<file path="config.mk">
export PLATFORM = sky130hd
export DESIGN_NAME = visit_top
export DESIGN_NICKNAME = d
export VERILOG_FILES = /design/src/rtl/apb_pkg.sv /design/src/rtl/visit_pkg.sv /design/src/rtl/visit_top.sv /design/src/rtl/visit_apb_regs.sv /design/src/rtl/visit_filter.sv /design/src/rtl/visit_bitmap.sv /design/src/rtl/bit_ram.sv
export SDC_FILE = /design/constraint.sdc
export NUM_CORES = 2
export LEC_CHECK = 0
export BUFFER_PORTS_ARGS = -buffer_cell sky130_fd_sc_hd__clkbuf_2
export CAP_MARGIN = 20
export CORE_MARGIN = 3
export CORE_UTILIZATION = 40
export DETAILED_ROUTE_END_ITERATION = 10
export MAX_ROUTING_LAYER = met4
export SETUP_SLACK_MARGIN = 0.3
export SYNTH_ARGS = -nofsm -noshare
export SYNTH_HDL_FRONTEND = slang
export SYNTH_SLANG_ARGS = --single-unit
</file>
<file path="constraint.sdc">
create_clock -name clk_in -period 24 [get_ports clk_in]
set_input_delay 2.4 -clock clk_in [delete_from_list [all_inputs] [get_ports clk_in]]
set_output_delay 2.4 -clock clk_in [all_outputs]
set_load 0.05 [all_outputs]
</file>
<file path="src/rtl/apb_pkg.sv">
`default_nettype none

package apb_pkg;

    // Bus widths
    localparam int unsigned apb_addr_bits = 8;  // Byte address space of the slave
    localparam int unsigned apb_data_bits = 32; // Data bus width

    // Requester to slave
    typedef struct packed {
        logic                     psel;    // Slave selected
        logic                     penable; // Access phase
        logic                     pwrite;  // 1 write, 0 read
        logic [apb_addr_bits-1:0] paddr;   // Byte address
        logic [apb_data_bits-1:0] pwdata;  // Write data
    } apb_req_t;

    // Slave to requester
    typedef struct packed {
        logic [apb_data_bits-1:0] prdata;  // Read data
        logic                     pready;  // Always high, no wait states
        logic                     pslverr; // Bad address or write to a read-only reg
    } apb_rsp_t;

    // Register map
    localparam logic [apb_addr_bits-1:0] reg_ctrl       = 8'h00; // W, bit 0 starts a clear
    localparam logic [apb_addr_bits-1:0] reg_status     = 8'h04; // R, bit 0 clear busy
    localparam logic [apb_addr_bits-1:0] reg_grant_cnt  = 8'h08; // R, granted ops
    localparam logic [apb_addr_bits-1:0] reg_reject_cnt = 8'h0C; // R, rejected ops

    // Control register fields
    localparam int unsigned ctrl_clear_bit = 0;  // Clear request
    localparam int unsigned stat_busy_bit  = 0;  // Sweep in progress

endpackage

`default_nettype wire

</file>
<file path="src/rtl/visit_pkg.sv">
`default_nettype none

package visit_pkg;

    // Bitmap geometry
    localparam int unsigned proc_bits = 4;    // Processor tag width
    localparam int unsigned vtx_bits  = 10;   // Vertex index width
    localparam int unsigned vtx_depth = 1024; // Vertices per bitmap

    // Operation kind as sent by a search processor
    typedef enum logic {
        op_discover = 1'b0, // Neighbour found, test and set checked
        op_expand   = 1'b1  // About to pop, test and set visited
    } op_kind_e;

    // Operation entering the filter
    typedef struct packed {
        op_kind_e              kind; // Discover or expand
        logic [proc_bits-1:0]  proc; // Requesting processor
        logic [vtx_bits-1:0]   vtx;  // Target vertex
    } vtx_op_t;

    // Decision returned to the processors
    typedef struct packed {
        logic [proc_bits-1:0]  proc;    // Tag copied from the op
        logic [vtx_bits-1:0]   vtx;     // Vertex copied from the op
        op_kind_e              kind;    // Kind copied from the op
        logic                  granted; // 1 when the bit was still clear
    } vtx_res_t;

    // Write port of one bitmap RAM
    typedef struct packed {
        logic                  en;   // Write strobe
        logic [vtx_bits-1:0]   addr; // Vertex to update
        logic                  data; // New bit value
    } bit_wr_t;

    // Idle write port
    localparam bit_wr_t bit_wr_idle = '{en: 1'b0, addr: '0, data: 1'b0};

endpackage

`default_nettype wire
</file>
<file path="src/rtl/visit_top.sv">
`default_nettype none

// Visit-state filter, bitmap pipeline plus APB register block
module visit_top (
    input  wire                        clk_in,
    input  wire                        rst_in,
    input  wire apb_pkg::apb_req_t     apb_req,
    output apb_pkg::apb_rsp_t          apb_rsp,
    input  wire                        op_valid,
    input  wire visit_pkg::vtx_op_t    op,
    output logic                       op_ready,
    output logic                       res_valid,
    output visit_pkg::vtx_res_t        res
);

    logic                clear_start;      // Regs to bitmap
    logic                clear_busy;       // Bitmap to regs
    logic                s2_valid;         // Bitmap to filter
    visit_pkg::vtx_op_t  s2_op;
    logic                s2_checked;
    logic                s2_visited;
    visit_pkg::bit_wr_t  chk_wr, vis_wr;   // Filter write-back to bitmap

    visit_bitmap visit_bitmap_inst (
        .clk_in      (clk_in),
        .rst_in      (rst_in),
        .op_valid    (op_valid),
        .op          (op),
        .op_ready    (op_ready),
        .clear_start (clear_start),
        .clear_busy  (clear_busy),
        .chk_wr      (chk_wr),
        .vis_wr      (vis_wr),
        .s2_valid    (s2_valid),
        .s2_op       (s2_op),
        .s2_checked  (s2_checked),
        .s2_visited  (s2_visited)
    );

    visit_filter visit_filter_inst (
        .clk_in      (clk_in),
        .rst_in      (rst_in),
        .s2_valid    (s2_valid),
        .s2_op       (s2_op),
        .s2_checked  (s2_checked),
        .s2_visited  (s2_visited),
        .chk_wr      (chk_wr),
        .vis_wr      (vis_wr),
        .res_valid   (res_valid),
        .res         (res)
    );

    visit_apb_regs visit_apb_regs_inst (
        .clk_in      (clk_in),
        .rst_in      (rst_in),
        .apb_req     (apb_req),
        .apb_rsp     (apb_rsp),
        .clear_start (clear_start),
        .clear_busy  (clear_busy),
        .res_valid   (res_valid),      // Counters watch the result stream
        .res         (res)
    );

endmodule

`default_nettype wire

</file>
<file path="src/rtl/visit_apb_regs.sv">
`default_nettype none

// APB slave for clear control, busy status and op counters
module visit_apb_regs (
    input  wire                        clk_in,
    input  wire                        rst_in,
    input  wire apb_pkg::apb_req_t     apb_req,
    output apb_pkg::apb_rsp_t          apb_rsp,
    output logic                       clear_start, // Pulse in the ctrl write access cycle
    input  wire                        clear_busy,  // Drain or sweep running
    input  wire                        res_valid,   // Result strobe from the filter
    input  wire visit_pkg::vtx_res_t   res
);

    logic        acc;          // Access phase
    logic        wr_acc;       // Write access
    logic        addr_ok;      // Address is mapped
    logic        addr_ro;      // Address is read-only
    logic [31:0] grant_cnt;    // Granted ops since reset or clear
    logic [31:0] reject_cnt;   // Rejected ops since reset or clear
    logic [31:0] rd_word;      // Decoded read data

    assign acc    = apb_req.psel && apb_req.penable;
    assign wr_acc = acc && apb_req.pwrite;

    // Address decode
    always_comb begin
        addr_ok = 1'b1;
        addr_ro = 1'b1;
        rd_word = '0;
        case (apb_req.paddr)
            apb_pkg::reg_ctrl: begin
                addr_ro = 1'b0;                    // Only writable register, reads 0
            end
            apb_pkg::reg_status: begin
                rd_word[apb_pkg::stat_busy_bit] = clear_busy;
            end
            apb_pkg::reg_grant_cnt: begin
                rd_word = grant_cnt;
            end
            apb_pkg::reg_reject_cnt: begin
                rd_word = reject_cnt;
            end
            default: begin
                addr_ok = 1'b0;                    // Hole in the map
            end
        endcase
    end

    // Zero wait states, error only in the access phase
    assign apb_rsp.prdata  = rd_word;
    assign apb_rsp.pready  = 1'b1;
    assign apb_rsp.pslverr = acc && (!addr_ok || (apb_req.pwrite && addr_ro));

    assign clear_start = wr_acc && (apb_req.paddr == apb_pkg::reg_ctrl)
                         && apb_req.pwdata[apb_pkg::ctrl_clear_bit];

    // Counters held at zero for the whole clear, drained results included
    always_ff @(posedge clk_in) begin
        if (rst_in) begin
            grant_cnt  <= '0;
            reject_cnt <= '0;
        end else if (clear_start || clear_busy) begin
            grant_cnt  <= '0;
            reject_cnt <= '0;
        end else if (res_valid) begin
            if (res.granted) begin
                grant_cnt  <= grant_cnt + 1'b1;
            end else begin
                reject_cnt <= reject_cnt + 1'b1;
            end
        end
    end

endmodule

`default_nettype wire

</file>
<file path="src/rtl/visit_filter.sv">
`default_nettype none

// Grant decision with forwarding from the two most recent write-backs
module visit_filter (
    input  wire                        clk_in,
    input  wire                        rst_in,
    input  wire                        s2_valid,   // Op with read bits ready
    input  wire visit_pkg::vtx_op_t    s2_op,
    input  wire                        s2_checked, // RAM checked bit, may be stale
    input  wire                        s2_visited, // RAM visited bit, may be stale
    output visit_pkg::bit_wr_t         chk_wr,     // Registered checked write-back
    output visit_pkg::bit_wr_t         vis_wr,     // Registered visited write-back
    output logic                       res_valid,
    output visit_pkg::vtx_res_t        res
);

    visit_pkg::bit_wr_t  chk_wr_q2, vis_wr_q2; // Write-backs one cycle older
    visit_pkg::bit_wr_t  chk_nxt, vis_nxt;     // Write-backs of this decision
    logic                chk_hit1, chk_hit2;   // Vertex matches a pending checked write
    logic                vis_hit1, vis_hit2;   // Vertex matches a pending visited write
    logic                checked_eff;          // Checked bit after forwarding
    logic                visited_eff;          // Visited bit after forwarding
    logic                is_discover;
    logic                granted;

    // chk_wr lands in RAM next edge and chk_wr_q2 lands on the read edge
    assign chk_hit1 = chk_wr.en    && (chk_wr.addr    == s2_op.vtx);
    assign chk_hit2 = chk_wr_q2.en && (chk_wr_q2.addr == s2_op.vtx);
    assign vis_hit1 = vis_wr.en    && (vis_wr.addr    == s2_op.vtx);
    assign vis_hit2 = vis_wr_q2.en && (vis_wr_q2.addr == s2_op.vtx);

    // Newest write wins on a match
    always_comb begin
        checked_eff = s2_checked;
        if (chk_hit2) checked_eff = chk_wr_q2.data;
        if (chk_hit1) checked_eff = chk_wr.data;
        visited_eff = s2_visited;
        if (vis_hit2) visited_eff = vis_wr_q2.data;
        if (vis_hit1) visited_eff = vis_wr.data;
    end

    assign is_discover = (s2_op.kind == visit_pkg::op_discover);
    assign granted     = is_discover ? !checked_eff : !visited_eff; // Pass only on first touch

    // Granted op sets its own bit, rejected op writes nothing
    always_comb begin
        chk_nxt      = visit_pkg::bit_wr_idle;
        vis_nxt      = visit_pkg::bit_wr_idle;
        chk_nxt.addr = s2_op.vtx;
        vis_nxt.addr = s2_op.vtx;
        chk_nxt.data = 1'b1;
        vis_nxt.data = 1'b1;
        chk_nxt.en   = s2_valid && granted && is_discover;
        vis_nxt.en   = s2_valid && granted && !is_discover;
    end

    // Decision edge, write-back history and result
    always_ff @(posedge clk_in) begin
        if (rst_in) begin
            chk_wr.en    <= 1'b0;
            vis_wr.en    <= 1'b0;
            chk_wr_q2.en <= 1'b0;
            vis_wr_q2.en <= 1'b0;
            res_valid    <= 1'b0;
        end else begin
            chk_wr    <= chk_nxt;             // Shifts every cycle so old entries age out
            vis_wr    <= vis_nxt;
            chk_wr_q2 <= chk_wr;
            vis_wr_q2 <= vis_wr;
            res_valid <= s2_valid;
        end
        res.proc    <= s2_op.proc;            // Tag passes through unchanged
        res.vtx     <= s2_op.vtx;
        res.kind    <= s2_op.kind;
        res.granted <= granted;
    end

endmodule

`default_nettype wire

</file>
<file path="src/rtl/visit_bitmap.sv">
`default_nettype none

// Checked and visited bitmaps with op carry and clear sweep
module visit_bitmap (
    input  wire                        clk_in,
    input  wire                        rst_in,
    input  wire                        op_valid,    // Op offered
    input  wire visit_pkg::vtx_op_t    op,          // Op payload
    output logic                       op_ready,    // Low while clearing
    input  wire                        clear_start, // One-cycle clear request
    output logic                       clear_busy,  // Drain or sweep running
    input  wire visit_pkg::bit_wr_t    chk_wr,      // Checked write-back from filter
    input  wire visit_pkg::bit_wr_t    vis_wr,      // Visited write-back from filter
    output logic                       s2_valid,    // Op with read bits ready
    output visit_pkg::vtx_op_t         s2_op,
    output logic                       s2_checked,  // Raw checked bit
    output logic                       s2_visited   // Raw visited bit
);

    logic                            s0_valid, s1_valid;     // Stage valids
    visit_pkg::vtx_op_t              s0_op, s1_op;           // Stage payloads
    logic                            sweeping;               // Zero-write phase
    logic [visit_pkg::vtx_bits-1:0]  clr_addr;               // Sweep pointer
    logic                            pipe_empty;             // No op or write-back pending
    visit_pkg::bit_wr_t              sweep_wr;               // Zero write from sweep
    visit_pkg::bit_wr_t              ram_chk_wr, ram_vis_wr; // Muxed RAM write ports

    assign op_ready   = !clear_busy;  // Hold off ops during a clear
    assign pipe_empty = !(s0_valid || s1_valid || s2_valid || chk_wr.en || vis_wr.en);
    assign sweep_wr   = '{en: 1'b1, addr: clr_addr, data: 1'b0};
    assign ram_chk_wr = sweeping ? sweep_wr : chk_wr; // Sweep owns the ports
    assign ram_vis_wr = sweeping ? sweep_wr : vis_wr;

    // Op carry through input register and the two RAM read stages
    always_ff @(posedge clk_in) begin
        if (rst_in) begin
            s0_valid <= 1'b0;
            s1_valid <= 1'b0;
            s2_valid <= 1'b0;
        end else begin
            s0_valid <= op_valid && op_ready; // Accept on handshake
            s1_valid <= s0_valid;             // RAM address stage
            s2_valid <= s1_valid;             // RAM data stage
        end
        s0_op <= op;
        s1_op <= s0_op;
        s2_op <= s1_op;
    end

    // Clear control, drain first then sweep every address
    always_ff @(posedge clk_in) begin
        if (rst_in) begin
            clear_busy <= 1'b0;
            sweeping   <= 1'b0;
            clr_addr   <= '0;
        end else if (clear_start) begin
            clear_busy <= 1'b1;               // Restart from the drain phase
            sweeping   <= 1'b0;
            clr_addr   <= '0;
        end else if (clear_busy && !sweeping) begin
            sweeping   <= pipe_empty;         // Wait for in-flight write-backs
        end else if (sweeping) begin
            clr_addr <= clr_addr + 1'b1;
            if (clr_addr == visit_pkg::vtx_bits'(visit_pkg::vtx_depth - 1)) begin
                sweeping   <= 1'b0;           // Last address written
                clear_busy <= 1'b0;
            end
        end
    end

    bit_ram #(.depth(visit_pkg::vtx_depth)) chk_ram_inst (
        .clk_in  (clk_in),
        .rst_in  (rst_in),
        .wr      (ram_chk_wr),
        .rd_addr (s0_op.vtx),
        .rd_data (s2_checked)
    );

    bit_ram #(.depth(visit_pkg::vtx_depth)) vis_ram_inst (
        .clk_in  (clk_in),
        .rst_in  (rst_in),
        .wr      (ram_vis_wr),
        .rd_addr (s0_op.vtx),
        .rd_data (s2_visited)
    );

endmodule

`default_nettype wire

</file>
<file path="src/rtl/bit_ram.sv">
`default_nettype none

// One-bit simple dual-port block RAM, read-first on collisions
module bit_ram #(
    parameter int unsigned depth = visit_pkg::vtx_depth // Number of one-bit entries
) (
    input  wire                             clk_in,
    input  wire                             rst_in,
    input  wire visit_pkg::bit_wr_t         wr,      // Write port
    input  wire [visit_pkg::vtx_bits-1:0]   rd_addr, // Read address, sampled this edge
    output logic                            rd_data  // Bit valid two edges later
);

    logic mem [0:depth-1];                     // Bit storage, no init
    logic [visit_pkg::vtx_bits-1:0] rd_addr_q; // Address register

    // Write port
    always_ff @(posedge clk_in) begin
        if (wr.en) begin
            mem[wr.addr] <= wr.data;           // Same-edge read sees old value
        end
    end

    // Read port with address and output registers
    always_ff @(posedge clk_in) begin
        rd_addr_q <= rd_addr;                  // First read stage
        if (rst_in) begin
            rd_data <= 1'b0;                   // Output register reset only
        end else begin
            rd_data <= mem[rd_addr_q];         // Second read stage
        end
    end

endmodule

`default_nettype wire

</file>
# ---- After elaboration in Yosys (flattened, before gate mapping)
# Memory sizes are Yosys's and may differ from the RTL's. A register that Yosys moved wholly into a read port is not among the register bits.
# Cells that the tools add are included.
dict set report word_totals {
  out_inout_bits 52
  wordCells 102
  in_bits 61
  register_bits 165
  mem_count 2
  ramBits 2048
}
# memory depth width rd rd_ports_with_merged_regs wr line
set memory_table {}
lappend memory_table {visit_bitmap_inst.chk_ram_inst.mem 1024 1 1 1 1 bit_ram.sv:14} ;# logic mem [0:depth-1];
lappend memory_table {visit_bitmap_inst.vis_ram_inst.mem 1024 1 1 1 1 bit_ram.sv:14}
dict set report op_classes {
  n_bitwise 3
  muxes 22
  n_eq_ne 7
  reduce_logical 37
  addsub 3
}
# cell count
set ops {}
lappend ops {{32-bit by 1-bit adder with 32-bit output (second input constant)} 2}
lappend ops {{31-bit case mux with 2 select lines} 1}
lappend ops {{12-bit 2-to-1 mux} 2}
lappend ops {{10-bit == test} 2}
lappend ops {{1-bit 2-to-1 mux} 18}
lappend ops {{8-bit by 4-bit == test with 1-bit output (second input constant)} 2}
lappend ops {{1-bit logical AND} 15}
lappend ops {{10-bit by 1-bit adder with 10-bit output (second input constant)} 1}
lappend ops {{10-bit == test (second input constant)} 1}
lappend ops {{8-bit by 3-bit == test with 1-bit output (second input constant)} 1}
lappend ops {{8-bit zero test} 1}
lappend ops {{1-bit zero test} 6}
lappend ops {{1-bit logical OR} 6}
lappend ops {{2-bit AND reduction} 3}
lappend ops {{2-bit nonzero test} 2}
lappend ops {{2-bit OR reduction} 2}
lappend ops {{4-bit OR reduction} 1}
lappend ops {{1-bit NOT} 3}
lappend ops {{1-bit case mux with 3 select lines} 1}
lappend ops {{3-bit AND reduction} 1}
lappend ops {{2-bit by 1-bit != test with 1-bit output (second input constant)} 1}

# ---- Logic depth before layout (Yosys ltp)
dict set report logic_depth {
  word_depth 8
  ltp_mapped 15
  depth_no_buf 9
}

# ---- Hierarchy
# A second synthesis with hierarchy kept.
dict set report unflattened {
  hier_cells 7258
  hier_area_um2 96745.3
}
# module seq_area_each_um2 area_per_inst_um2 cells_per_inst instances
set modules_own_cells {}
lappend modules_own_cells {bit_ram 30969.7 45068.2 3291 2}
lappend modules_own_cells {visit_apb_regs 1281.2 3422.0 410 1}
lappend modules_own_cells {visit_bitmap 1201.2 1774.2 168 1}
lappend modules_own_cells {visit_filter 1021.0 1412.6 98 1}

# ---- Worst setup path after synthesis
# Ideal clock, no wire load.
dict set report synth_timing {
  path_type {register to register}
  start {register visit_bitmap_inst.sweeping}
  end {memory visit_bitmap_inst.chk_ram_inst.mem[102] (enable)}
  path_stages_with_launch 6
  path_slack_ns 8.046
  synth_period_minus_slack_ns 15.954
  t_required_ns 23.746
  t_arrival_ns 15.700
  n_path_buf 1
  setup_ns 0.254
  cell_sequence {dfxtp_1 > inv_2 > o32ai_1 > nand2_1 > clkbuf_1 > nor2_1}
}
dict set report synth_between {
  elab_chain_len 3
}
# element line
set synth_lines {}
lappend synth_lines {{start: declaration} visit_bitmap.sv:22} ;# logic sweeping;
lappend synth_lines {{start signal: assignment} visit_bitmap.sv:61} ;# sweeping <= pipe_empty;
lappend synth_lines {{12-bit 2-to-1 mux *} visit_bitmap.sv:31} ;# assign ram_chk_wr = sweeping ? sweep_wr : chk_wr;
lappend synth_lines {{1-bit 2-to-1 mux} bit_ram.sv:19} ;# if (wr.en) begin
lappend synth_lines {{1-bit 2-to-1 mux (not written as such)} bit_ram.sv:20} ;# mem[wr.addr] <= wr.data;
lappend synth_lines {{end: declaration} bit_ram.sv:14}
# Mark *: on every way between the ends. The rest lies on a longest branch, timed or not.

==> results.cfg <==
[route]
viasPerCell = 5.79
route.detailed.drc = 0
wl_per_cell_um = 26.5
dr.pass1.iters = 7
antenna_left = 0
vias = 58000
routed_wirelength_mm = 265
drt_iter0_drc = 7475

[grt]
grtUsageTotal = 0.221
grt_pass1_vias = 56600
antenna_found_initial = 4
grt_pass1_wl_mm = 385
grt_overflow = 0
grt_max_degree = 211

[die]
core-area_um2 = 235000
die_area_um2 = 243000
initial_core_util = 0.402
rows = 178
ios = 113
dieWidth_um = 493
die_h_um = 493

[setup_path]
cpMostUsedCell = clkbuf_2
worstPathMaxFanout = 31
crit_chain = clkbuf_2 > or4_1 > nor3_1 > nand2_1 > nor2_1 > clkbuf_2
crit_end = apb_rsp[25]
r2r-start = visit_bitmap_inst.sweeping
critPathTopFamily = simple AND/OR/NAND/NOR gates
rr_endpoint = visit_bitmap_inst.chk_ram_inst.mem[562]
slowest_delay_ns = 0.60
end_kind = output pin
r2r_setup_slack_ns = 17.97
arrival_ns = 4.58
r2r_cells = 7
cp.depth = 6
crit_start = apb_req[37]
critPathLaunchType = primary input
cp_slowest_cell = nand2_1
crit_buf_inv = 2
worstSetupPathType = in -> out
worstPathRequired_ns = 21.60

[layout]
final_nets = 6731
final_area_um2 = 106000
area_growth_pct = 11.7
drive_gt1_frac = 0.145

[clock_tree]
clk_latency_ns = 0.90
cts_setup_buffers = 0
cts-root-buf = clkbuf_16
cts_buffer_depth = 3
h-tree-depth = 4
cts_buffers = 226
cts_hold_buf = 0
cts.sinks = 2215
path_clk_slew_ns = 0.06
cts_tree = done
cts_resized = 0

[place]
gp_congestion = 0.797
port_buffers = 80
post-place-ws_ns = 17.05
dpl_cell_area_um2 = 97500
dp_hpwl_mm = 138

[pwr]
peakVddDrop_v = 0.0000748
finalPower_mw = 7.98
total_leakage_power_nw = 32.8
powerDensity_nw_per_um2 = 75.4

[synthesis]
synth_nets = 6872
synth_cells = 6808
synth_edf_count = 2068
yosys_warnings = 0
synthArstFlopShare = 0
synth_cell_types = 75
ys_seq_area_frac = 0.687
synth_seq_cells = 2215
netlist_area_um2 = 94700
avgSynthCellArea_um2 = 13.9
synth_ff_type = edfxtp_1

[hold_path]
hp-class = reg -> reg

[sta]
relSlewSlack = 0.152
fmax_ghz = 0.143
period_share = 0.291
maxSlewViolCount = 0
finalSetupViolations = 0
fin_crit_ns = 6.98
tightest_slew_ns = 1.27
final.setup.tns_ns = 0
clock_skew_ns = 0.0939
fin_ws_ns = 17.02
hold_violations = 0
timing.hold.ws_ns = 0.321
rsz0062_at_grt = false

[run_status]
outcome = finished, final reports clean

[run]
max-cap-violations = 0
## metrics by stage
step	cells	utilization
after detailed placement	9547	0.414
final	10000	0.450
after CTS	9969	0.445
after floorplan	6808	-
after global routing	10000	0.450
after global placement	9541	0.413
## layer usage
| metal | share of wire | wire (um) | track usage |
|---|---|---|---|
| met1 | 0.40 | 105000 | 0.288 |
| met2 | 0.48 | 127000 | 0.350 |
| met3 | 0.085 | 22700 | 0.0361 |
| met4 | 0.040 | 10500 | 0.0796 |
| met5 | 0 | 0 | - |
## cell families after synthesis
| logic type | count (synthesis) | synth area share |
|---|---|---|
| AOI/OAI and AO/OA | 525 | 0.0392 |
| adders and majority gates | 3 | 0.000396 |
| buffers and inverters | 636 | 0.0336 |
| muxes | 708 | 0.123 |
| xor gates and xnor gates | 86 | 0.00795 |
| DFF | 2215 | 0.687 |
| and+or+nand+nor | 2634 | 0.109 |
| other | 1 | 0.0000396 |
## power by group
| group | switching, mW | internal (mW) | total, mW |
|---|---|---|---|
| clock network | 1.51 | 1.96 | 3.47 |
| registers | 0.0106 | 4.17 | 4.18 |
| logic | 0.222 | 0.110 | 0.332 |
## Yosys cell counts, types with 15 or more instances
cell         n  area, um2
buf_4       23        173
o221ai_1    82        718
buf_2       58        290
clkbuf_1   456       1710
buf_6       38        428
nor3_1      28        140
buf_1       15       56.3
xnor2_1     38        333
o21ai_0     49        245
a22oi_1     78        586
nand4_1     21        131
nor2_1    2246       8430
a211oi_1    43        323
a21oi_1     79        395
nand3_1     50        250
xor2_1      48        420
o22ai_1     82        513
mux4_1      23        604
a31oi_1     21        131
mux2i_1    346       3460
nand2_1    191        717
dfxtp_1    147       2940
a22o_1      17        149
a221oi_1    18        158
mux4_2     336       7570
edfxtp_1  2068      62100
## cell type report
cell class / instances / area (um2)
antenna: 4 / 10.0
clock buffer: 299 / 6180
clock inverter: 123 / 1120
fill: 21000 / 130000
inverter: 15 / 65.1
multi-input combinational: 3957 / 26900
sequential: 2215 / 65100
tap: 3150 / 3940
timing repair buffer: 252 / 2620
## how the worst min path moves through the flow
stage,slack [ns],startpoint,endpoint,cells after the start
after floorplan,0.31,visit_bitmap_inst.s0_op[0],visit_bitmap_inst.s1_op[0],0
after global placement,0.31,visit_bitmap_inst.s0_op[2],visit_bitmap_inst.s1_op[2],0
after detailed placement,0.31,visit_bitmap_inst.s2_op[12],visit_filter_inst.res[14],0
after CTS,0.32,visit_bitmap_inst.s0_op[1],visit_bitmap_inst.s1_op[1],0
after global routing,0.33,visit_bitmap_inst.s0_op[6],visit_bitmap_inst.s1_op[6],0
final,0.32,visit_bitmap_inst.s0_op[1],visit_bitmap_inst.s1_op[1],0
## sequential cells by signal, indices dropped and copies added, names as in the netlist, 10 cells and up
signal	cells
visit_bitmap_inst.clr_addr	10
visit_apb_regs_inst.grant_cnt	32
visit_filter_inst.chk_wr_q2	11
visit_bitmap_inst.vis_ram_inst.mem	1024
visit_bitmap_inst.chk_ram_inst.mem	1024
visit_apb_regs_inst.reject_cnt	32
visit_filter_inst.res	16
visit_filter_inst.chk_wr	11
visit_bitmap_inst.s0_op	15
visit_bitmap_inst.s2_op	15
visit_bitmap_inst.s1_op	15
## cell usage in the layout (no fill, tap or decap), drive strengths merged, types with 11 or more instances in the layout
cell and count:
a211oi 43, a21oi 79, a221oi 24, a22o 17
a22oi 78, a31oi 21, and3 11, buf 172
bufinv 14, clkbuf 379, clkinv 100, dfxtp 147
edfxtp 2068, inv 21, mux2i 346, mux4 359
nand2 191, nand3 50, nand4 21, nor2 2247
nor2b 12, nor3 28, nor4 15, o21ai 58
o221ai 84, o22ai 82, xnor2 38, xor2 48
## worst reg2reg max path: stages (launching register included)
cell     delay, ns
dfxtp_1       0.30
buf_4         0.24
inv_8         0.65
buf_4         0.91
buf_4         0.89
buf_4         0.93
buf_4         0.73
buf_4         0.89
Note: power is estimated with default switching activity, not from simulation.
